## config.mk

```make
export PLATFORM = sky130hd
export DESIGN_NAME = io_ports
export DESIGN_NICKNAME = d
export VERILOG_FILES = /design/src/logic/mem_io_pkg.sv /design/src/logic/io_ports.sv
export SDC_FILE = /design/constraint.sdc
export NUM_CORES = 1
export LEC_CHECK = 0
export ABC_AREA = 1
export BUFFER_PORTS_ARGS = -buffer_cell sky130_fd_sc_hd__buf_2
export CAP_MARGIN = 30
export CELL_PAD_IN_SITES_DETAIL_PLACEMENT = 1
export CELL_PAD_IN_SITES_GLOBAL_PLACEMENT = 1
export CORE_MARGIN = 2
export CORE_UTILIZATION = 30
export CTS_BUF_LIST = sky130_fd_sc_hd__clkbuf_4 sky130_fd_sc_hd__clkbuf_8
export DETAILED_ROUTE_END_ITERATION = 16
export GPL_ROUTABILITY_DRIVEN = 0
export PLACE_DENSITY_LB_ADDON = 0.25
export SLEW_MARGIN = 20
export SYNTH_ARGS = -nofsm -noshare
export SYNTH_HDL_FRONTEND = slang
export SYNTH_SLANG_ARGS = --single-unit
```

## constraint.sdc

```tcl
create_clock -name fpga_clk -period 1.1 [get_ports fpga_clk]
set_clock_uncertainty 0.2 [all_clocks]
set_input_delay 0.22 -clock fpga_clk [delete_from_list [all_inputs] [get_ports fpga_clk]]
set_output_delay 0.22 -clock fpga_clk [all_outputs]
set_load 0.005 [all_outputs]
```

## src/logic/mem_io_pkg.sv

```systemverilog
`default_nettype none

package mem_io_pkg;

    // Data path widths
    localparam int DATA_W     = 32;
    localparam int LANES      = 4;
    localparam int LANE_W     = 8;
    localparam int WORD_IDX_W = 14;  // 16K words, 64 KiB of data memory

    // I/O page sits at the top 1 KiB of the address space
    localparam logic [21:0] IO_PAGE = 22'h3F_FFFF;
    localparam logic [9:0]  LED_OFS = 10'h060;  // LED register, two halfwords
    localparam logic [9:0]  SW_OFS  = 10'h070;  // Switch register, two halfwords

    localparam int LED_W = 24;
    localparam int SW_W  = 24;

    // Access width codes as driven by the memory stage
    localparam logic [1:0] WIDTH_BYTE = 2'd0;
    localparam logic [1:0] WIDTH_HALF = 2'd1;
    localparam logic [1:0] WIDTH_WORD = 2'd2;

    // One address word, read either as a RAM location or as an I/O register
    typedef union packed {
        struct packed {
            logic [DATA_W-WORD_IDX_W-3:0] unused;    // Aliased away
            logic [WORD_IDX_W-1:0]        word_idx;
            logic [1:0]                   byte_ofs;
        } mem;
        struct packed {
            logic [21:0] page;  // Compared against IO_PAGE
            logic [9:0]  ofs;
        } io;
    } mem_io_addr_u;

endpackage

`default_nettype wire

```

## src/logic/io_ports.sv

```systemverilog
`default_nettype none

module io_ports (
    input  wire                               fpga_clk,
    input  wire                               fpga_rst,
    input  wire                               led_wr_i,
    input  wire                               sw_rd_i,
    input  wire                               hsel_i,
    input  wire  [mem_io_pkg::DATA_W/2-1:0]   wdata_i,
    input  wire  [mem_io_pkg::SW_W-1:0]       switch_i,
    output logic [mem_io_pkg::LED_W-1:0]      led_o,
    output logic [mem_io_pkg::DATA_W-1:0]     sw_rdata_o
);
    import mem_io_pkg::*;

    localparam int HALF_W = DATA_W / 2;

    logic [DATA_W-1:0] sw_sample;

    // LED register, low halfword or the upper byte
    always_ff @(posedge fpga_clk) begin
        if (fpga_rst) begin
            led_o <= '0;
        end else if (led_wr_i) begin
            if (hsel_i) begin
                led_o[LED_W-1:HALF_W] <= wdata_i[LED_W-HALF_W-1:0];
            end else begin
                led_o[HALF_W-1:0] <= wdata_i;
            end
        end
    end

    // Sample sits in the halfword lane its address selects,
    // so load_align treats it like RAM data
    always_comb begin
        if (hsel_i) begin
            sw_sample = {{(DATA_W-SW_W){1'b0}}, switch_i[SW_W-1:HALF_W], {HALF_W{1'b0}}};
        end else begin
            sw_sample = {{HALF_W{1'b0}}, switch_i[HALF_W-1:0]};
        end
    end

    // Cleared when not selected, unmapped I/O reads then return zero
    always_ff @(posedge fpga_clk) begin
        if (sw_rd_i) begin
            sw_rdata_o <= sw_sample;
        end else begin
            sw_rdata_o <= '0;
        end
    end

endmodule

`default_nettype wire

```

# [Word-level counts from Yosys, hierarchy flattened]
# Index checks and enable logic that the tools add are counted.
[word_totals] regBits=56 wordCells=11
[op_classes] bitwise_logic=2 reduce_logical=4
[op_table] operator="$reduce_and A2 Y1" count=3
[op_table] operator="$not A1 Y1" count=2
[op_table] operator="$reduce_or A2 Y1" count=1

# [Logic depth before layout (Yosys ltp)]
[depth] depth_word=2 mapped_depth=6

# [Least setup slack after synthesis]
# OpenSTA, ideal clock, no wires.
[synth_path] path_kind="input to register" from="input port led_wr_i" to="register led_o[0] (netlist bit)" setup_time_ps=64 arrival_ps=769 required_ps=836 path_slack_ps=67 path_stages=6 path_buffers=2 path_cell_list="buf_4 inv_2 nor2_4 buf_6 nor2_1 nor2_1"
[synth_between] elab_chain_len=1
[synth_rtl] element="start, declared" line_no="io_ports.sv:6" source="input wire led_wr_i,"
[synth_rtl] element="$reduce_and A2 Y1 (no source line)"
[synth_rtl] element="end signal, assigned by index" line_no="io_ports.sv:26" source="led_o[LED_W-1:HALF_W] <= wdata_i[LED_W-HALF_W-1:0];"
[synth_rtl] element="end signal, assigned by index" line_no="io_ports.sv:28" source="led_o[HALF_W-1:0] <= wdata_i;"
[synth_rtl] element="end, declared" line_no="io_ports.sv:11" source="output logic [mem_io_pkg::LED_W-1:0] led_o,"
# Every way passes these cells.
# A chain may end at the register's enable or synchronous reset.

# [Worst setup path in the final report]
[layout_path] from="register led_o[20] (netlist bit)" to="output port led_o[20] (netlist bit)"
# No word-level cell between the ends.

==> metrics <==
residual DRC count 0; vias in the first global route 1763; root buf cell clkbuf_8; post-layout minimum cycle time 1170 ps; # fillers ~700; Post-synth EDFFs 0; Max Clock Freq 0.857 GHz; post-route setup slack -66.8 ps; CP max stage delay 330 ps; Num Clock Sinks 48; sequential-to-total area share from yosys stat 0.551; worst hold start wdata_i[5]; vias 1725; Post-synth ARST share 0; drt initial violations 44; Worst-Skew Late Latency 290 ps; Final Core Density 0.501; Synth Area per Inst 7.76 um^2; Rows 27; core area 5570 um^2; chip width 80.3 um; Reg-to-Reg Start led_o[8]$_SDFFE_PP0P_; RSZ-0062 raised after global routing true; CP required approximately 680 ps; hpwl dp 3.46 mm; P_sw 0.000842 W; Worst R2R Path Depth 3; CTS clk-pin slew, worst paths 90 ps; Synth Instances 225; pin count of the biggest net entering global routing 17; layout cell share with drive strength beyond 1 0.401; Top FF cell, synth dfxtp_1; CTS tree done; clock power share 0.317; Synth cell types 13; WL final 5.16 mm; PortBufs 92; number of diodes 0; Hold Path Sink led_o[21]$_SDFFE_PP0P_; # IOs between 100 and 150; multi-input logic area ~520 um^2; Area Growth Syn to Fin 60.1%; FF-to-FF End led_o[8]$_SDFFE_PP0P_; gr usage total 0.165; DRT Pass-1 Iters 4; Critical Path AT 750 ps; failing checks setup timing; CP cell instances buf_2; fin. max-slew vios 0; P per Cell Area 1270 nW/um^2; CTS H-tree depth 2; post-synth top area share 0.551; crit end category output pin; Cell Area, Synth 1750 um^2; maxcap violations 0; CP delay by family, top flip-flops; #FFs+latches synth 48; final hold viol count 0; leakage roughly 1.6 nW; top cells by area, synth dfxtp_1, nor2_1, inv_1; warnings from Yosys 0; largest area contributor in the netlist dfxtp_1; Final Instance Area 2790 um^2; Tcrit/Tclk final 1.06; die area 6440 um^2; starting density of the core 0.313; commonest cells in the netlist nor2_1, dfxtp_1, inv_1; total power around 0.0035 W; Hold WC Path Type input port to register; WS Path Type register to output pin; initial antenna violation count 0; first-pass GRT wire length 8.06 mm; final setup fails 48; DR vias/cell about 4.1; Sw Share 0.238; slowest cell on the critical path dfxtp_2; outcome complete, but fails checks; TritonCTS Buffers 5; placed instance area 2270 um^2; Combinational Power Share 0.154; die height approximately 80 um; crit-path max FO 2; most common cell in the netlist nor2_1; CP Launch Type register; clk buf depth 2; Cell Int Power about 0.0027 W; Reg2Reg Setup Slack 210 ps; Reg area 1000 um^2; Reg power frac 0.529; gr ovfl total 0; Worst Hold Path Cells 3; crit path buf inv count 1; nets@finish 396; antenna-violating nets left 0; DR WL/cell 12.2 um; Peak VDD IR about 0.00065 V
final cells by class:
type	instances	share of cell area
flip-flops and latches	48	0.358
repair buffers	129	0.333
multi-input cells	124	0.185
inverters	43	0.0578
clock buffers	8	0.0349
well taps	72	0.0322
through the flow:
stage | std cells | TNS, ps | hold slack, ps | setup WS (ps)
2_1_floorplan | 232 | 0 | 132 | 67.1
3_3_place_gp | 386 | -1510 | 231 | -66.8
3_5_place_dp | 386 | -2200 | 243 | -126
4_1_cts | 427 | -2800 | 4.47 | -79.9
5_1_grt | 424 | -3950 | 14.0 | -110
6_report | 424 | -2110 | 23.6 | -66.8
per-layer routing:
metal / share of wire / vias to the layer above / wire, um / global-route usage
met5: 0 / - / 0 / 0
met4: 0.0099 / 0 / 51 / 0.0407
met3: 0.083 / 5 / 428 / 0.0663
met2: 0.50 / 66 / 2590 / 0.295
met1: 0.40 / 765 / 2080 / 0.180
li1: - / 889 / - / -
state kept, by name (all words and copies together) (netlist names):
signal / cells
led_o: 24
sw_rdata_o: 24
logic make-up (layout without fill, tap and decap cells):
kind of cell | Yosys count | in the layout | share of synthesized area
buffers and inverters | 60 | 180 | 0.169
flip-flops | 48 | 48 | 0.551
other | 1 | 8 | 0.00215
AO/OA/AOI/OAI | 8 | 8 | 0.0229
AND/OR/NAND/NOR | 108 | 108 | 0.255
cells in the final DEF (no fill, tap or decap):
| cell | netlist | layout |
|---|---|---|
| inv_1 | 41 | 41 |
| nand2_2 | 1 | 1 |
| clkbuf_4 | 0 | 2 |
| dfxtp_1 | 48 | 17 |
| nand3_1 | 24 | 24 |
| conb_1 | 1 | 8 |
| inv_2 | 2 | 2 |
| dlygate4sd3_1 | 0 | 29 |
| nor2_4 | 1 | 1 |
| nand2_1 | 26 | 26 |
| nor2_1 | 56 | 56 |
| a21oi_1 | 8 | 8 |
| dlymetal6s4s_1 | 0 | 2 |
| buf_4 | 12 | 10 |
| dfxtp_2 | 0 | 31 |
| buf_6 | 3 | 11 |
| buf_2 | 2 | 75 |
| clkbuf_8 | 0 | 6 |
| buf_12 | 0 | 2 |
power by group through the flow:
stage | Clock [W] | Sequential (W) | Combinational [W]
after floorplan | 0 | 0.00191 | 0.000219
after global placement | 0 | 0.00190 | 0.000418
after detailed placement | 0 | 0.00190 | 0.000430
after CTS | 0.00117 | 0.00187 | 0.000524
after global routing | 0.00125 | 0.00189 | 0.000614
final | 0.00112 | 0.00187 | 0.000546
worst max path at each step:
stage	slack, ps	start	cells after the start	endpoint
floorplan	70	led_wr_i	6	led_o[0]$_SDFFE_PP0P_
global placement	-70	hsel_i	4	led_o[12]$_SDFFE_PP0P_
detailed placement	-130	hsel_i	4	led_o[10]$_SDFFE_PP0P_
CTS	-80	led_o[16]$_SDFFE_PP0P_	1	led_o[16]
global route	-110	led_o[16]$_SDFFE_PP0P_	1	led_o[16]
finish	-70	led_o[20]$_SDFFE_PP0P_	1	led_o[20]
timing repair:
action / CTS / global route
hold buffers: 31 / 0
pin swaps: 0 / 4
hold endpoints to repair: 31 / 0
resized for setup: 26 / 18
setup endpoints to repair: 48 / 55
buffers inserted: 2 / 3
No activity file was read; power rests on OpenSTA's default activity.
