==> config.mk <==
export PLATFORM = sky130hd
export DESIGN_NAME = load_align
export DESIGN_NICKNAME = d
export VERILOG_FILES = /design/src/logic/mem_io_pkg.sv /design/src/logic/load_align.sv
export SDC_FILE = /design/constraint.sdc
export NUM_CORES = 1
export LEC_CHECK = 0
export BUFFER_PORTS_ARGS = -buffer_cell sky130_fd_sc_hd__buf_2
export CORE_ASPECT_RATIO = 0.7
export CORE_UTILIZATION = 30
export DETAILED_ROUTE_END_ITERATION = 8
export PLACE_DENSITY = 0.75
export SETUP_SLACK_MARGIN = 0.05
export SLEW_MARGIN = 25
export SYNTH_ARGS = -nofsm -noshare
export SYNTH_HDL_FRONTEND = slang
export SYNTH_SLANG_ARGS = --single-unit
==> constraint.sdc <==
create_clock -name vclk -period 5.29
set_input_delay 1.058 -clock vclk [all_inputs]
set_output_delay 1.058 -clock vclk [all_outputs]
set_load 0.005 [all_outputs]
==> src/logic/mem_io_pkg.sv <==
`default_nettype none

package mem_io_pkg;

    // Data path widths
    localparam int DATA_W     = 32;
    localparam int LANES      = 4;
    localparam int LANE_W     = 8;
    localparam int WORD_IDX_W = 14;  // 16K words, 64 KiB of data memory

    // I/O page sits at the top 1 KiB of the address space
    localparam logic [21:0] IO_PAGE = 22'h3F_FFFF;
    localparam logic [9:0]  LED_OFS = 10'h060;  // LED register, two halfwords
    localparam logic [9:0]  SW_OFS  = 10'h070;  // Switch register, two halfwords

    localparam int LED_W = 24;
    localparam int SW_W  = 24;

    // Access width codes as driven by the memory stage
    localparam logic [1:0] WIDTH_BYTE = 2'd0;
    localparam logic [1:0] WIDTH_HALF = 2'd1;
    localparam logic [1:0] WIDTH_WORD = 2'd2;

    // One address word, read either as a RAM location or as an I/O register
    typedef union packed {
        struct packed {
            logic [DATA_W-WORD_IDX_W-3:0] unused;    // Aliased away
            logic [WORD_IDX_W-1:0]        word_idx;
            logic [1:0]                   byte_ofs;
        } mem;
        struct packed {
            logic [21:0] page;  // Compared against IO_PAGE
            logic [9:0]  ofs;
        } io;
    } mem_io_addr_u;

endpackage

`default_nettype wire

==> src/logic/load_align.sv <==
`default_nettype none

module load_align (
    input  wire                            tag_valid_i,
    input  wire                            tag_io_i,
    input  wire  [1:0]                     tag_offset_i,
    input  wire  [1:0]                     tag_width_i,
    input  wire                            tag_sign_i,
    input  wire  [mem_io_pkg::DATA_W-1:0]  lane_rdata_i,
    input  wire  [mem_io_pkg::DATA_W-1:0]  sw_rdata_i,
    output logic [mem_io_pkg::DATA_W-1:0]  rdata_o,
    output logic                           rdata_valid_o
);
    import mem_io_pkg::*;

    logic [DATA_W-1:0] word;
    logic [1:0]        ofs;
    logic [DATA_W-1:0] shifted;
    logic [DATA_W-1:0] ext;

    // Lane 0 is the low byte of the word
    assign word = tag_io_i ? sw_rdata_i : lane_rdata_i;

    always_comb begin
        case (tag_width_i)
            WIDTH_BYTE: ofs = tag_offset_i;
            WIDTH_HALF: ofs = {tag_offset_i[1], 1'b0};  // Bit 0 ignored
            default:    ofs = 2'b00;
        endcase
    end

    assign shifted = word >> {ofs, 3'b000};

    // Sign bit copied only for signed loads
    always_comb begin
        case (tag_width_i)
            WIDTH_BYTE: begin
                ext = {{(DATA_W-LANE_W){tag_sign_i & shifted[LANE_W-1]}},
                       shifted[LANE_W-1:0]};
            end
            WIDTH_HALF: begin
                ext = {{(DATA_W-2*LANE_W){tag_sign_i & shifted[2*LANE_W-1]}},
                       shifted[2*LANE_W-1:0]};
            end
            default: begin
                ext = shifted;
            end
        endcase
    end

    assign rdata_o       = tag_valid_i ? ext : '0;
    assign rdata_valid_o = tag_valid_i;

endmodule

`default_nettype wire

; ---- Word-level counts from Yosys, hierarchy flattened
; Index checks and enable logic that the tools add are counted.
; W data, S select, Z words.
[op_classes]
bitwise_logic = 2
reduce_logical = 1
shifts = 1
n_eq_ne = 1
mux = 4
[ops]
columns = cell, n
row1 = $mux W32, 2
row2 = $pmux W32 S2, 1
row3 = $shr A32 B5 Y32, 1
row4 = $pmux W2 S2, 1
row5 = $and A1 B1 Y1, 2
row6 = $eq A2 B1 Y1 const B, 1
row7 = $logic_not A2 Y1, 1
[word_totals]
input_bits = 71
reg_bits = 0

; ---- Logic depth before layout (Yosys ltp)
; Gate-level depths: netlist of run 1.
[depth]
word_depth = 6
depth_mapped = 6
ltp_nobuf = 4

; ---- Least setup slack after synthesis of run 1
; No wires, ideal clock.
[synth_path]
path_kind = input port to output port
from = input port tag_io_i
to = output port rdata_o[29] (netlist bit)
arrival_time_ps = 2268
setup_slack_ps = 1964
path_buffers = 2
path_stages = 6
cell_sequence = buf_6 mux4_2 and4b_4 a31oi_4 buf_6 o21ai_1
[synth_via]
elab_chain_cells = 5
[synth_rtl]
columns = element, line_no
row1 = "start, declared", load_align.sv:5  ; input wire tag_io_i,
row2 = $mux W32 (*), load_align.sv:22  ; assign word = tag_io_i ? sw_rdata_i : lane_rdata_i;
row3 = $shr A32 B5 Y32 (*), load_align.sv:32  ; assign shifted = word >> {ofs, 3'b000};
row4 = $and A1 B1 Y1 (on tied branches), "load_align.sv:42, load_align.sv:38"
row5 = $pmux W32 S2 (*), load_align.sv:36  ; case (tag_width_i)
row6 = $mux W32 (*), load_align.sv:51  ; assign rdata_o = tag_valid_i ? ext : '0;
row7 = "end, declared", load_align.sv:11  ; output logic [mem_io_pkg::DATA_W-1:0] rdata_o,
; Every way passes the cells marked *; elsewhere a longest branch is shown, timed or not.

; ---- Worst setup path in the final report of run 1
[layout_path]
from = input port tag_io_i
to = output port rdata_o[26] (netlist bit)
; Same word-level chain as after synthesis.

==> summary.txt, run 1 <==
outcome: finished clean
Slew HR: 56.3%
Routed WL: 3.91 mm
Cell Area, Placed: 0.00159 mm²
ANT nets after route: 0
pwr dens: 85.2 mW/mm²
Synth warnings: 0
Leakage Power: 0.877 nW
Die Span Y: 51.8 µm
simple-gate share of the synthesized area: 17.8%
DRC violations left: 0
crit path kind: primary input to output pin
total negative slack: 0 ns
Hold EP: rdata_valid_o
clock buffers: 0
crit path time final: 4.11 ns
WL/cell: 15.6 µm
total grt overflow: 0
iteration-0 DRC count of the detailed router: 51
fraction of synthesized area in multiplexers: 59.1%
I/O Buffers: 104
post-cts resize count: 0
Layout Nets: 277
Avg Cell Area, Syn: 9.85 µm²
final instance area: 0.00159 mm²
distinct cell type count after synthesis: 20
commonest cells after routing, fill and taps aside: buf_2, nand2_1, mux4_2, mux2i_1, a22o_1
postcts setup bufs: 0
WHS: 2.36 ns
num rows: 17
xor/xnor share of the synthesized area: 0%
Worst Setup End Kind: output pin
Worst setup SP type: primary input
Final Max Tran Viols: 0
post-synthesis to final-layout area growth: 49.3%
vias in the first global route: 1227
slew at the pin with the worst max-slew slack: 0.653 ns
IO Count: 104
hold-fix buffers at CTS: 0
Worst VDD drop: 42.8 µV
commonest non-fill, non-tap cell in the layout: buf_2
Detailed Place HPWL: 3.17 mm
RSZ-0062 raised after global routing: no
main combinational cell family by area after synthesis: multiplexers
Core Region: 0.00325 mm²
Syn Inst Count: 108
Hold Startpoint: tag_valid_i
vias post-DR: 1338
Seq cells: 0
sequential area share after synthesis: 0%
Final GP Congestion: 0.852
Horiz. Die Dim: 73.2 µm
maxcap violations: 0
Fmax: 243 MHz
share of layout cells above drive strength 1: 65.7%
initial antenna violation count: 0
CP Data Arrival Time: 3.05 ns
hold path cells: 2
number of failing hold endpoints at the final stage: 0
vias per cell: 5.33
Synth Area in Compound Gates: 16.2%
starting density of the core: 32.7%
final setup fails: 0
total power: 0.000135 W
Cell Area, Synth: 0.00106 mm²
Final Util: 48.8%
Storage cell area: 0 µm²
syn_nets: 179
adder-cell share of the synthesized area: 0%
first-pass GRT wire length: 5.85 mm
largest net degree at the start of global routing: 19
critical path data required time: 4.23 ns
overall global routing resource usage: 20.2%
Hold WC Path Type: primary input to output pin
Antenna Cells: 0
die area: 0.00379 mm²
Tcrit/Tclk final: 77.7%
Max Fanout on Critical Path: 18
First-pass DRT Iterations: 4
cells in the mapped netlist, drive strengths merged, types with 2 or more instances:
master	count	area, µm²
a21o	2	15.0
a22o	7	61.3
a31oi	2	42.5
and2	3	18.8
buf	8	62.6
clkbuf	2	7.51
mux2i	11	110
mux4	23	518
nand2	30	113
nand2b	2	12.5
nor2	5	18.8
o21ai	9	48.8
routing by layer:
metal | global-route usage (%) | share of wire (%) | up-vias
met3 | 3.49 | 9.5 | 2
met4 | 0.980 | 0.33 | 0
li1 | - | - | 624
met2 | 34.7 | 47 | 83
met5 | 0 | 0 | -
met1 | 27.9 | 43 | 629
stage by stage:
step	worst slack [ns]	std cells
after floorplan	1.96	108
after global placement	1.21	251
after detailed placement	1.16	251
after CTS	1.16	251
after global routing	0.995	251
final	1.18	251
final cells by class:
class	instances	area, µm²
repair buffers	106	536
well taps	47	58.8
fillers	324	1670
inverters	1	3.75
multi-input cells	97	990
critical path: stages:
cell     delay, ns
buf_2         0.44
mux4_2        0.57
and4b_4       0.22
a31oi_4       0.42
o21ai_0       0.17
buf_2         0.16
worst max-delay path by stage:
| stage | startpoint | to | slack, ns | cells after the start |
|---|---|---|---|---|
| floorplan | tag_io_i | rdata_o[29] | 1.96 | 6 |
| global placement | tag_io_i | rdata_o[30] | 1.21 | 6 |
| detailed placement | tag_io_i | rdata_o[31] | 1.16 | 6 |
| CTS | tag_io_i | rdata_o[26] | 1.16 | 6 |
| global route | tag_io_i | rdata_o[26] | 0.99 | 6 |
| finish | tag_io_i | rdata_o[26] | 1.18 | 6 |
where the power goes:
| group | switching, W | total (W) | internal [W] | leakage (nW) |
|---|---|---|---|---|
| logic | 0.0000607 | 0.000135 | 0.0000745 | 0.877 |
| clock network | 0 | 0 | 0 | 0 |
| registers | 0 | 0 | 0 | 0 |
| total | 0.0000607 | 0.000135 | 0.0000745 | 0.877 |
cells by family (layout without fill, tap and decap cells):
group,after synthesis,in the layout
buffers and inverters,11,107
AO/OA/AOI/OAI,21,21
multiplexers,34,34
AND/OR/NAND/NOR,42,42
No activity file was read; power rests on OpenSTA's default activity.
==> run 2, diff against run 1 <==
- clock period: 5.29 -> 4.2 ns (I/O delays scaled with it)
==> summary.txt, run 2 (synthesis gave the netlist of run 1 again) <==
Worst setup SP type: primary input
vias post-DR: 1298 (-3.0%)
Clk pwr share: 0% (unchanged)
final setup fails: 0 (unchanged)
Core Region: 0.00325 mm² (unchanged)
Horiz. Die Dim: 73.2 µm (unchanged)
met2 usage: 38.9% (+4.2 points)
outcome: finished clean
number of failing hold endpoints at the final stage: 0 (unchanged)
postcts setup bufs: 0 (unchanged)
DRC violations left: 0 (unchanged)
ANT nets after route: 0 (unchanged)
post-synthesis to final-layout area growth: 50.7%
vias per cell: 5.13 (-3.8%)
CP peak stage delay: 0.53 ns (-0.04 ns)
Seq cells: 0 (unchanged)
total negative slack: 0 ns (unchanged)
most used cell along the critical path: buf_2
sequential power share: 0% (unchanged)
Storage cell area: 0 µm² (unchanged)
Net Sw Frac: 44.3% (-0.54 points)
CP Cell Sequence: buf_2 -> mux4_2 -> and4b_4 -> a31oi_4 -> o21ai_0 -> buf_2
initial antenna violation count: 0 (unchanged)
Die Span Y: 51.8 µm (unchanged)
I/O Buffers: 104 (unchanged)
CP Data Arrival Time: 2.49 ns (-0.56 ns)
overall global routing resource usage: 20.9% (+0.73 points)
crit path kind: primary input to output pin
RSZ-0062 raised after global routing: no
Final GP Congestion: 0.840 (-1.4%)
slowest library cell on the worst path: mux4_2
hold path cells: 2 (unchanged)
Routed WL: 3.78 mm (-3.3%)
Tcrit/Tclk final: 79.3%
Fmax: 300 MHz
Worst VDD drop: 54.7 µV (+28%)
Antenna Cells: 0 (unchanged)
Layout Nets: 279 (+0.72%)
Hold EP: rdata_valid_o
combinational share of power: 100.0% (about the same)
slew at the pin with the worst max-slew slack: 0.612 ns (-0.0408 ns)
delay-heaviest family, CP: compound AO/OA/AOI/OAI gates
crit path time final: 3.33 ns
hold-fix buffers at CTS: 0 (unchanged)
Final Non-Filler Cells: 253 (+0.80%)
num rows: 17 (unchanged)
Worst Setup End Kind: output pin
Max Fanout on Critical Path: 16 (-2)
First-pass DRT Iterations: 4 (unchanged)
met1 Use GR: 26.6% (-1.3 points)
vias in the first global route: 1261 (+2.8%)
largest net degree at the start of global routing: 18 (-1)
starting density of the core: 32.7% (unchanged)
WL/cell: 14.9 µm (-4.1%)
first-pass GRT wire length: 6.08 mm (+3.9%)
IO Count: 104 (unchanged)
die area: 0.00379 mm² (unchanged)
share of layout cells above drive strength 1: 66.0% (+0.33 points)
GR met3 Demand/Resource: 3.88% (+0.39 points)
commonest cells after routing, fill and taps aside: buf_2, nand2_1, mux4_2, mux2i_1, a22o_1
Int Power: 0.0000950 W (+27%)
total grt overflow: 0 (unchanged)
post-cts resize count: 0 (unchanged)
Final Max Tran Viols: 0 (unchanged)
iteration-0 DRC count of the detailed router: 74 (+45%)
Sw Pwr: 0.0000757 W (+25%)
Hold WC Path Type: primary input to output pin
Detailed Place HPWL: 3.10 mm (-2.0%)
Slew HR: 58.0% (+1.7 points)
CP bufs+invs: 2 (unchanged)
critical path data required time: 3.36 ns (-0.87 ns)
Leakage Power: 0.887 nW (+1.1%)
Hold Startpoint: tag_valid_i
number of cells after detailed placement: 253 (+0.80%)
GRT busiest layer: met2
maxcap violations: 0 (unchanged)
clock buffers: 0 (unchanged)
pwr dens: 106 mW/mm² (+25%)
commonest non-fill, non-tap cell in the layout: buf_2
run 2: power groups by stage:
stage          Sequential, W  Combinational (W)  Clock, W
5_1_grt                    0           0.000187         0
4_1_cts                    0           0.000171         0
2_1_floorplan              0          0.0000971         0
6_report                   0           0.000171         0
3_5_place_dp               0           0.000170         0
3_3_place_gp               0           0.000170         0
run 2: metrics by stage:
| stage | utilization [%] | hold WS [ns] | setup slack (ns) | area (µm²) | total power, W |
|---|---|---|---|---|---|
| after floorplan | - | 1.76 | 1.31 | 1060 | 0.0000971 |
| after global placement | 49.3 | 1.92 | 0.922 | 1600 | 0.000170 |
| after detailed placement | 49.3 | 1.92 | 0.893 | 1600 | 0.000170 |
| after CTS | 49.3 | 1.92 | 0.885 | 1600 | 0.000171 |
| after global routing | 49.3 | 1.95 | 0.761 | 1600 | 0.000187 |
| final | 49.3 | 1.92 | 0.867 | 1600 | 0.000171 |
run 2: layout make-up:
| type | instances | area, µm² |
|---|---|---|
| Timing Repair Buffer | 108 | 551 |
| Tap cell | 47 | 58.8 |
| Multi-Input combinational cell | 97 | 990 |
| Fill cell | 326 | 1650 |
| Inverter | 1 | 3.75 |
run 2: worst max path at each step:
stage	from	to	slack, ns	depth (start not counted)
2_1_floorplan	tag_io_i	rdata_o[29]	1.31	6
3_3_place_gp	tag_io_i	rdata_o[26]	0.92	6
3_5_place_dp	tag_io_i	rdata_o[31]	0.89	6
4_1_cts	tag_io_i	rdata_o[31]	0.89	6
5_1_grt	tag_io_i	rdata_o[31]	0.76	6
6_report	tag_io_i	rdata_o[24]	0.87	6
run 2: per-layer routing:
metal | part of all wire, % | vias up | wire [µm]
met1 | 42 | 598 | 1590
met5 | 0 | - | 0
li1 | - | 624 | -
met2 | 48 | 76 | 1830
met4 | 0 | 0 | 0
met3 | 9.8 | 0 | 369
