### config.mk
export PLATFORM = sky130hd
export DESIGN_NAME = access_decode
export DESIGN_NICKNAME = d
export VERILOG_FILES = /design/src/logic/mem_io_pkg.sv /design/src/logic/access_decode.sv
export SDC_FILE = /design/constraint.sdc
export NUM_CORES = 1
export LEC_CHECK = 0
export ABC_AREA = 1
export BUFFER_PORTS_ARGS = -buffer_cell sky130_fd_sc_hd__clkbuf_2
export CAP_MARGIN = 25
export CELL_PAD_IN_SITES_DETAIL_PLACEMENT = 1
export CELL_PAD_IN_SITES_GLOBAL_PLACEMENT = 1
export CORE_ASPECT_RATIO = 0.75
export CORE_MARGIN = 3
export CORE_UTILIZATION = 19
export DETAILED_ROUTE_END_ITERATION = 12
export GPL_TIMING_DRIVEN = 0
export PLACE_DENSITY_LB_ADDON = 0.1
export SETUP_SLACK_MARGIN = 0.5
export SLEW_MARGIN = 20
export SYNTH_ARGS = -nofsm -noshare
export SYNTH_HDL_FRONTEND = slang
export SYNTH_SLANG_ARGS = --single-unit
### constraint.sdc
create_clock -name fpga_clk -period 1.4 [get_ports fpga_clk]
set_input_delay 0.28 -clock fpga_clk [delete_from_list [all_inputs] [get_ports fpga_clk]]
set_output_delay 0.28 -clock fpga_clk [all_outputs]
set_load 0.005 [all_outputs]
### src/logic/mem_io_pkg.sv
`default_nettype none

package mem_io_pkg;

    // Data path widths
    localparam int DATA_W     = 32;
    localparam int LANES      = 4;
    localparam int LANE_W     = 8;
    localparam int WORD_IDX_W = 14;  // 16K words, 64 KiB of data memory

    // I/O page sits at the top 1 KiB of the address space
    localparam logic [21:0] IO_PAGE = 22'h3F_FFFF;
    localparam logic [9:0]  LED_OFS = 10'h060;  // LED register, two halfwords
    localparam logic [9:0]  SW_OFS  = 10'h070;  // Switch register, two halfwords

    localparam int LED_W = 24;
    localparam int SW_W  = 24;

    // Access width codes as driven by the memory stage
    localparam logic [1:0] WIDTH_BYTE = 2'd0;
    localparam logic [1:0] WIDTH_HALF = 2'd1;
    localparam logic [1:0] WIDTH_WORD = 2'd2;

    // One address word, read either as a RAM location or as an I/O register
    typedef union packed {
        struct packed {
            logic [DATA_W-WORD_IDX_W-3:0] unused;    // Aliased away
            logic [WORD_IDX_W-1:0]        word_idx;
            logic [1:0]                   byte_ofs;
        } mem;
        struct packed {
            logic [21:0] page;  // Compared against IO_PAGE
            logic [9:0]  ofs;
        } io;
    } mem_io_addr_u;

endpackage

`default_nettype wire

### src/logic/access_decode.sv
`default_nettype none

module access_decode (
    input  wire                                   fpga_clk,
    input  wire                                   fpga_rst,
    input  wire                                   read_i,
    input  wire                                   write_i,
    input  wire  [mem_io_pkg::DATA_W-1:0]         addr_i,
    input  wire  [1:0]                            width_i,
    input  wire                                   sign_i,
    input  wire  [mem_io_pkg::DATA_W-1:0]         wdata_i,
    output logic [mem_io_pkg::LANES-1:0]          lane_we_o,
    output logic                                  lane_re_o,
    output logic [mem_io_pkg::WORD_IDX_W-1:0]     word_idx_o,
    output logic [mem_io_pkg::DATA_W-1:0]         lane_wdata_o,
    output logic                                  led_wr_o,
    output logic                                  sw_rd_o,
    output logic                                  io_hsel_o,
    output logic [mem_io_pkg::DATA_W/2-1:0]       io_wdata_o,
    output logic                                  tag_valid_o,
    output logic                                  tag_io_o,
    output logic [1:0]                            tag_offset_o,
    output logic [1:0]                            tag_width_o,
    output logic                                  tag_sign_o
);
    import mem_io_pkg::*;

    mem_io_addr_u     addr;
    logic             is_io;
    logic             led_hit;
    logic             sw_hit;
    logic [LANES-1:0] lane_mask;

    assign addr  = addr_i;
    assign is_io = (addr.io.page == IO_PAGE);

    // Register offset bits 1:0 pick the halfword, not the register
    assign led_hit = is_io && (addr.io.ofs[9:2] == LED_OFS[9:2]);
    assign sw_hit  = is_io && (addr.io.ofs[9:2] == SW_OFS[9:2]);

    // Lane enables and store data placed in lane position
    always_comb begin
        case (width_i)
            WIDTH_BYTE: begin
                lane_mask    = {{(LANES-1){1'b0}}, 1'b1} << addr.mem.byte_ofs;
                lane_wdata_o = {LANES{wdata_i[LANE_W-1:0]}};
            end
            WIDTH_HALF: begin
                lane_mask    = addr.mem.byte_ofs[1] ? 4'b1100 : 4'b0011;
                lane_wdata_o = {2{wdata_i[2*LANE_W-1:0]}};
            end
            default: begin  // Word, and the unused code 3
                lane_mask    = '1;
                lane_wdata_o = wdata_i;
            end
        endcase
    end

    assign lane_we_o  = (write_i && !is_io) ? lane_mask : '0;
    assign lane_re_o  = read_i && !is_io;
    assign word_idx_o = addr.mem.word_idx;

    assign led_wr_o   = write_i && led_hit;
    assign sw_rd_o    = read_i && sw_hit;  // Unmapped offsets strobe nothing
    assign io_hsel_o  = addr.io.ofs[1];
    assign io_wdata_o = wdata_i[DATA_W/2-1:0];

    // Load tag follows the RAM read by one cycle
    always_ff @(posedge fpga_clk) begin
        if (fpga_rst) begin
            tag_valid_o <= 1'b0;
        end else begin
            tag_valid_o <= read_i;
        end
        if (read_i) begin
            tag_io_o     <= is_io;
            tag_offset_o <= addr.mem.byte_ofs;
            tag_width_o  <= width_i;
            tag_sign_o   <= sign_i;
        end
    end

endmodule

`default_nettype wire

# After elaboration in Yosys (flattened, before gate mapping)
# Index checks and enable logic that the tools add are counted.
totals:
  reg_bits: 7
  wordCells: 22
op_classes:
  n_mux: 4
  n_reduce_logical: 8
  eq_ne: 4
  n_shift: 1
op_table:
  columns: ["cell", "count"]
  rows:
  - ["32-bit case mux with 2 select lines", 1]
  - ["22-bit == test, second input constant", 1]
  - ["8-bit by 5-bit == test with 1-bit output, second input constant", 2]
  - ["4-bit 2-to-1 mux", 2]
  - ["4-bit case mux with 2 select lines", 1]
  - ["1-bit logical AND", 6]
  - ["1-bit by 2-bit << shifter with 4-bit output, first input constant", 1]
  - ["2-bit by 1-bit == test with 1-bit output, second input constant", 1]
  - ["2-bit logical NOT", 1]
  - ["1-bit logical NOT", 1]

# Longest topological paths before layout
# Gate-level depths: netlist of the first run.
logic_depth:
  ltp_word: 4
  depth_mapped: 7

# Worst setup path before layout of the first run
# Ideal clock, no wire load.
synth_timing:
  path_type: "input -> output"
  startpoint: "input addr_i[3] (netlist name)"
  endpoint: "output led_wr_o"
  setup_slack_ns: 0.237
  t_arrival_ns: 0.883
  path_stages: 4
  n_path_buf: 0
  path_cell_list: "or2_2 > nor3_1 > nand2_1 > nor2_1"
synth_between:
  elab_chain_len: 3
synth_lines:
  columns: ["element", "line", "source"]
  rows:
  - ["start, declared", "access_decode.sv:8", "input wire [mem_io_pkg::DATA_W-1:0] addr_i,"]
  - ["8-bit by 5-bit == test with 1-bit output", "access_decode.sv:38", "assign led_hit = is_io && (addr.io.ofs[9:2] == LED_OFS[9:2]);"]
  - ["1-bit logical AND", "access_decode.sv:38", null]
  - ["1-bit logical AND", "access_decode.sv:63", "assign led_wr_o = write_i && led_hit;"]
  - ["end, declared", "access_decode.sv:16", "output logic led_wr_o,"]
# Every way passes these cells.

# Final worst setup path of the first run
layout_timing:
  startpoint: "input addr_i[12] (netlist name)"
  endpoint: "output lane_we_o[2] (netlist name)"
layout_between:
  elab_chain_len: 4
layout_lines:
  columns: ["element", "line", "source"]
  rows:
  - ["22-bit == test", "access_decode.sv:35", "assign is_io = (addr.io.page == IO_PAGE);"]
  - ["1-bit logical NOT", "access_decode.sv:59", "assign lane_we_o = (write_i && !is_io) ? lane_mask : '0;"]
  - ["1-bit logical AND", "access_decode.sv:59", null]
  - ["4-bit 2-to-1 mux", "access_decode.sv:59", null]
  - ["end, declared", "access_decode.sv:12", "output logic [mem_io_pkg::LANES-1:0] lane_we_o,"]
# Every way passes these cells.

==> impl_metrics.tcl, run 1 <==
set metrics [dict create \
    finalCritPeriodShare 0.965 \
    drc_errors 0 \
    path_class "primary input to output pin" \
    clkTransAtPathRegs_ps 40 \
    die_h_um 71.3 \
    htreeDepth 1 \
    end_kind "output pin" \
    antenna_left 0 \
    finalHoldViolations 0 \
    power_density_nw_per_um2 457 \
    syn_nets 252 \
    cts_made_buffers 3 \
    clockBufferDepth 2 \
    slew_violations 0 \
    tns_ps 0 \
    required_ps 1120 \
    instances_no_fill 419 \
    routedWlPerCell_um 14.0 \
    cts_sinks 7 \
    vias 1776 \
    grt_pass1_vias 1779 \
    ir_drop_v 0.000226 \
    die_w_um 93 \
    ctsHoldBuffers 0 \
    crit_path_max_fanout 4 \
    avgSynthCellArea_um2 5.96 \
    area_delta_synth_final_pct 174 \
    n_antenna_cell 0 \
    tightestPinTransition_ps 267 \
    dp_slack_ps -41.0 \
    layout.nets 416 \
    power.total_mw 1.35 \
    cts_tree "built" \
    pin_count 148 \
    drtPass1Iterations 4 \
    grt_max_degree 11 \
    p_leak_nw 1.60 \
    yosys.area.top_type "buf_4" \
    rsz0062_at_grt "yes" \
    drt_iter0_drc 18 \
    ys_top_cells_by_area "buf_4 (28%), nand2_1 (24%), edfxtp_1 (17%)" \
    arrival_ps 1070 \
    ys_ff_latch 7 \
    clockRootBuffer "clkbuf_8" \
    dp.cells 403 \
    yosys.area.top_type_share 0.278 \
    antenna_found_initial 0 \
    core_um2 5410 \
    slew_headroom 0.820 \
    hold_slack_ps 210 \
    hold_class "primary input to flip-flop" \
    start_util 0.199 \
    dp_hpwl_mm 4.23 \
    place_congestion 0.696 \
    synthCells 181 \
    synth_cell_type_count 20 \
    max_clock_freq_mhz 740 \
    wirelength_mm 5.86 \
    vias_per_cell 4.24 \
    fin_ws_ps 49.5 \
    period_needed_ps 1350 \
    numPortBuffers 147 \
    netlist_area_um2 1080 \
    drive_gt1_frac 0.791 \
    grt_pass1_wl_mm 8.29 \
    maxCapViolations 0 \
    start_kind "primary input" \
    yosysSeqAreaShare 0.186 \
    grt_usage 0.154 \
    rows 23 \
    status "finished, final reports clean" \
    yosys_warnings 0 \
    dieArea_um2 6630 \
    grt_remaining_overflow 0 \
    finalSetupViolCount 0 \
]
[cell usage in the layout (no fill, tap or decap), drive strengths merged]
master and n:
nor3 2, a21oi 4, inv 13, edfxtp 6, nor4 1, o211ai 6
nand4 2, dfxtp 1, clkbuf 96, nor2 20, or2 2, buf 109
nand2 70, nand3 4, o21ai 8
[logic make-up (layout without fill, tap and decap cells)]
family / count (synthesis) / after routing / share of synthesized area
AOI/OAI and AO/OA: 18 / 18 / 0.0974
buffers and inverters: 55 / 218 / 0.333
DFF: 7 / 7 / 0.186
and+or+nand+nor: 101 / 101 / 0.384
[flip-flops by register name, indices dropped and copies added, names as in the netlist]
| register | count |
|---|---|
| tag_valid_o | 1 |
| tag_io_o | 1 |
| tag_offset_o | 2 |
| tag_sign_o | 1 |
| tag_width_o | 2 |
[synth_stat cells]
master	number
nor3_2	1
nand4_1	2
o21ai_1	6
o21ai_0	2
nand2_2	1
inv_1	12
a21oi_1	4
buf_2	2
nand3_1	4
dfxtp_1	1
buf_4	40
nor3_1	1
or2_2	2
nand2_1	69
inv_2	1
nor2_4	1
nor4_1	1
edfxtp_1	6
o211ai_1	6
nor2_1	19
[worst paths after layout]
path / start / to / slack [ps] / cells past startpoint
worst max-delay path: addr_i[12] / lane_we_o[2] / 50 / 9
worst min-delay path: fpga_rst / tag_valid_o / 210 / 2
[timing repair]
| action | in CTS | in global routing |
|---|---|---|
| resized for setup | 81 | 111 |
| endpoints found under the setup margin | 59 | 57 |
| pin swaps | 28 | 34 |
| cloned | 1 | 1 |
| setup buffers | 3 | 7 |
[report_power, final]
part | internal [mW] | switching (mW)
logic | 0.493 | 0.324
clock network | 0.197 | 0.0888
registers | 0.244 | 0.00310
[layer usage]
metal	vias up	wire length, um	GRT usage
met4	0	107	0.0472
met1	826	2230	0.182
met2	67	3160	0.281
li1	872	-	-
met3	11	363	0.0325
met5	-	0	0
[stage by stage]
step                utilization  instance area, um^2
finish                    0.545                 2950
global route              0.545                 2950
CTS                       0.466                 2520
detailed placement        0.372                 2010
global placement          0.372                 2010
floorplan                     -                 1180
[area by class of cell]
class,instances,area [um^2]
flip-flops and latches,7,201
multi-input cells,119,791
inverters,13,67.6
fillers,674,2460
plain buffers,42,407
well taps,75,93.8
clock buffers,4,45.0
repair buffers,159,1350
[worst max-delay path, stage by stage]
cell and delay [ps]:
buf_8 80, nand2_4 50, nor2_4 110, nand2_2 80
nor2_2 100, nand2_1 70, nand2_2 110, nor2_1 60
buf_2 130
Note: power is estimated with default switching activity, not from simulation.
==> run 2, diff against run 1 <==
Settings changed: PLACE_DENSITY from default to 0.91, PLACE_DENSITY_LB_ADDON 0.1 to default, RECOVER_POWER from default to 100.
==> run 2 against run 1 <==
Against the previous run: via count up 4.8%; wire length grew 20%; sequential power hardly changed.
==> impl_metrics.tcl, run 2 (synthesized netlist as in run 1, its figures left out) <==
set metrics [dict create \
    max_clock_freq_mhz 729 \
    finalHoldViolations 0 \
    clockRootBuffer "clkbuf_8" \
    grt_usage 0.181 \
    slew_violations 0 \
    vias_per_cell 4.43 \
    core_um2 5410 \
    cts_made_buffers 3 \
    p_leak_nw 1.61 \
    multi_input_area_um2 838 \
    drc_errors 0 \
    layout.nets 417 \
    power_density_nw_per_um2 458 \
    register_area_um2 200 \
    tightestPinTransition_ps 245 \
    rsz0062_at_grt "yes" \
    antenna_found_initial 0 \
    final_common_cell "buf_6" \
    start_util 0.199 \
    grt_pass1_wl_mm 9.56 \
    finalCritPeriodShare 0.980 \
    setup.worst_path.start "width_i[1]" \
    dpl-instance-area_um2 2010 \
    n_antenna_cell 0 \
    instances_no_fill 420 \
    period_needed_ps 1370 \
    grt_remaining_overflow 0 \
    area_delta_synth_final_pct 185 \
    clkTransAtPathRegs_ps 40 \
    grt_pass1_vias 1969 \
    maxCapViolations 0 \
    path_class "primary input to output pin" \
    required_ps 1120 \
    end_kind "output pin" \
    antenna_left 0 \
    dp.cells 403 \
    ctsHoldBuffers 0 \
    dp_hpwl_mm 4.75 \
    routedWlPerCell_um 16.8 \
    rows 23 \
    drtPass1Iterations 4 \
    finish.instance_area_um2 3070 \
    whs_path_depth 2 \
    crit_path_max_fanout 6 \
    die_h_um 71.3 \
    hold_class "primary input to flip-flop" \
    arrival_ps 1090 \
    min-delay-start "fpga_rst" \
    slew_headroom 0.836 \
    cts_tree "built" \
    cp_slowest_cell "nor2_4" \
    tns_ps 0 \
    biggestRegsByFlops "tag_offset_o: 2 flops, tag_width_o: 2 flops" \
    die_w_um 93 \
    fillers 674 \
    pin_count 148 \
    mostFrequentLayoutCells "buf_6 (76), clkbuf_2 (53), nand2_1 (33)" \
    numPortBuffers 147 \
    clockBufferDepth 2 \
    htreeDepth 1 \
    ir_drop_v 0.000224 \
    vias 1861 \
    status "finished, final reports clean" \
    cp_cell_sequence "clkbuf_16 -> nor2_4 -> buf_12 -> nand2_8 -> o211ai_1 -> buf_2" \
    place_congestion 0.758 \
    cts_sinks 7 \
    wirelength_mm 7.06 \
    start_kind "primary input" \
    drive_gt1_frac 0.751 \
    finalSetupViolCount 0 \
    worst_path_largest_cell_delay_ps 180 \
    drt_iter0_drc 32 \
    grt_max_degree 11 \
    dieArea_um2 6630 \
]
[run 2: cell count changes in the layout (fill, tap and decap cells not counted), sizes merged]
cell / before / now
buf: 109 / 129
clkbuf: 96 / 77
[run 2: path summary, 6_finish.rpt]
| kind | endpoint | slack [ps] |
|---|---|---|
| min | tag_valid_o | 200 |
| max | lane_wdata_o[30] | 30 |
[run 2: routing by layer]
layer	share of wire	track usage	up-vias
met5	0	0	-
met3	0.052	0.0210	25
met1	0.33	0.196	888
met4	0.038	0.0634	0
li1	-	-	865
met2	0.58	0.362	83
[run 2: report_power, final]
part | switching [mW] | leakage, nW | internal, mW
combinational | 0.357 | 1.52 | 0.516
clock | 0.0900 | 0.0228 | 0.197
sequential | 0.00310 | 0.0668 | 0.243
total | 0.450 | 1.61 | 0.956
[run 2: area by class of cell]
cell class	instances	area share
multi-input cells	119	0.273
repair buffers	160	0.467
well taps	75	0.0305
plain buffers	42	0.132
inverters	13	0.0183
flip-flops and latches	7	0.0652
clock buffers	4	0.0147
[run 2: timing repair]
item                       CTS  global route
gates resized for setup     79           158
setup endpoints to repair   56            68
gates cloned                 2             0
setup buffers                8             3
pin swaps                   25            33
[run 2: through the flow]
stage	utilization	power, mW	worst slack [ps]	hold WS [ps]
floorplan	-	0.489	346	352
global placement	0.372	0.783	-22.3	445
detailed placement	0.372	0.804	-72.6	443
CTS	0.475	1.25	10.6	198
global route	0.568	1.48	-45.0	203
finish	0.568	1.41	28.3	202
[run 2: critical path: cells and delay by family]
kind | cells | cell delay, ps
compound gates | 1 | 100
buf+inv | 3 | 480
simple gates | 2 | 240
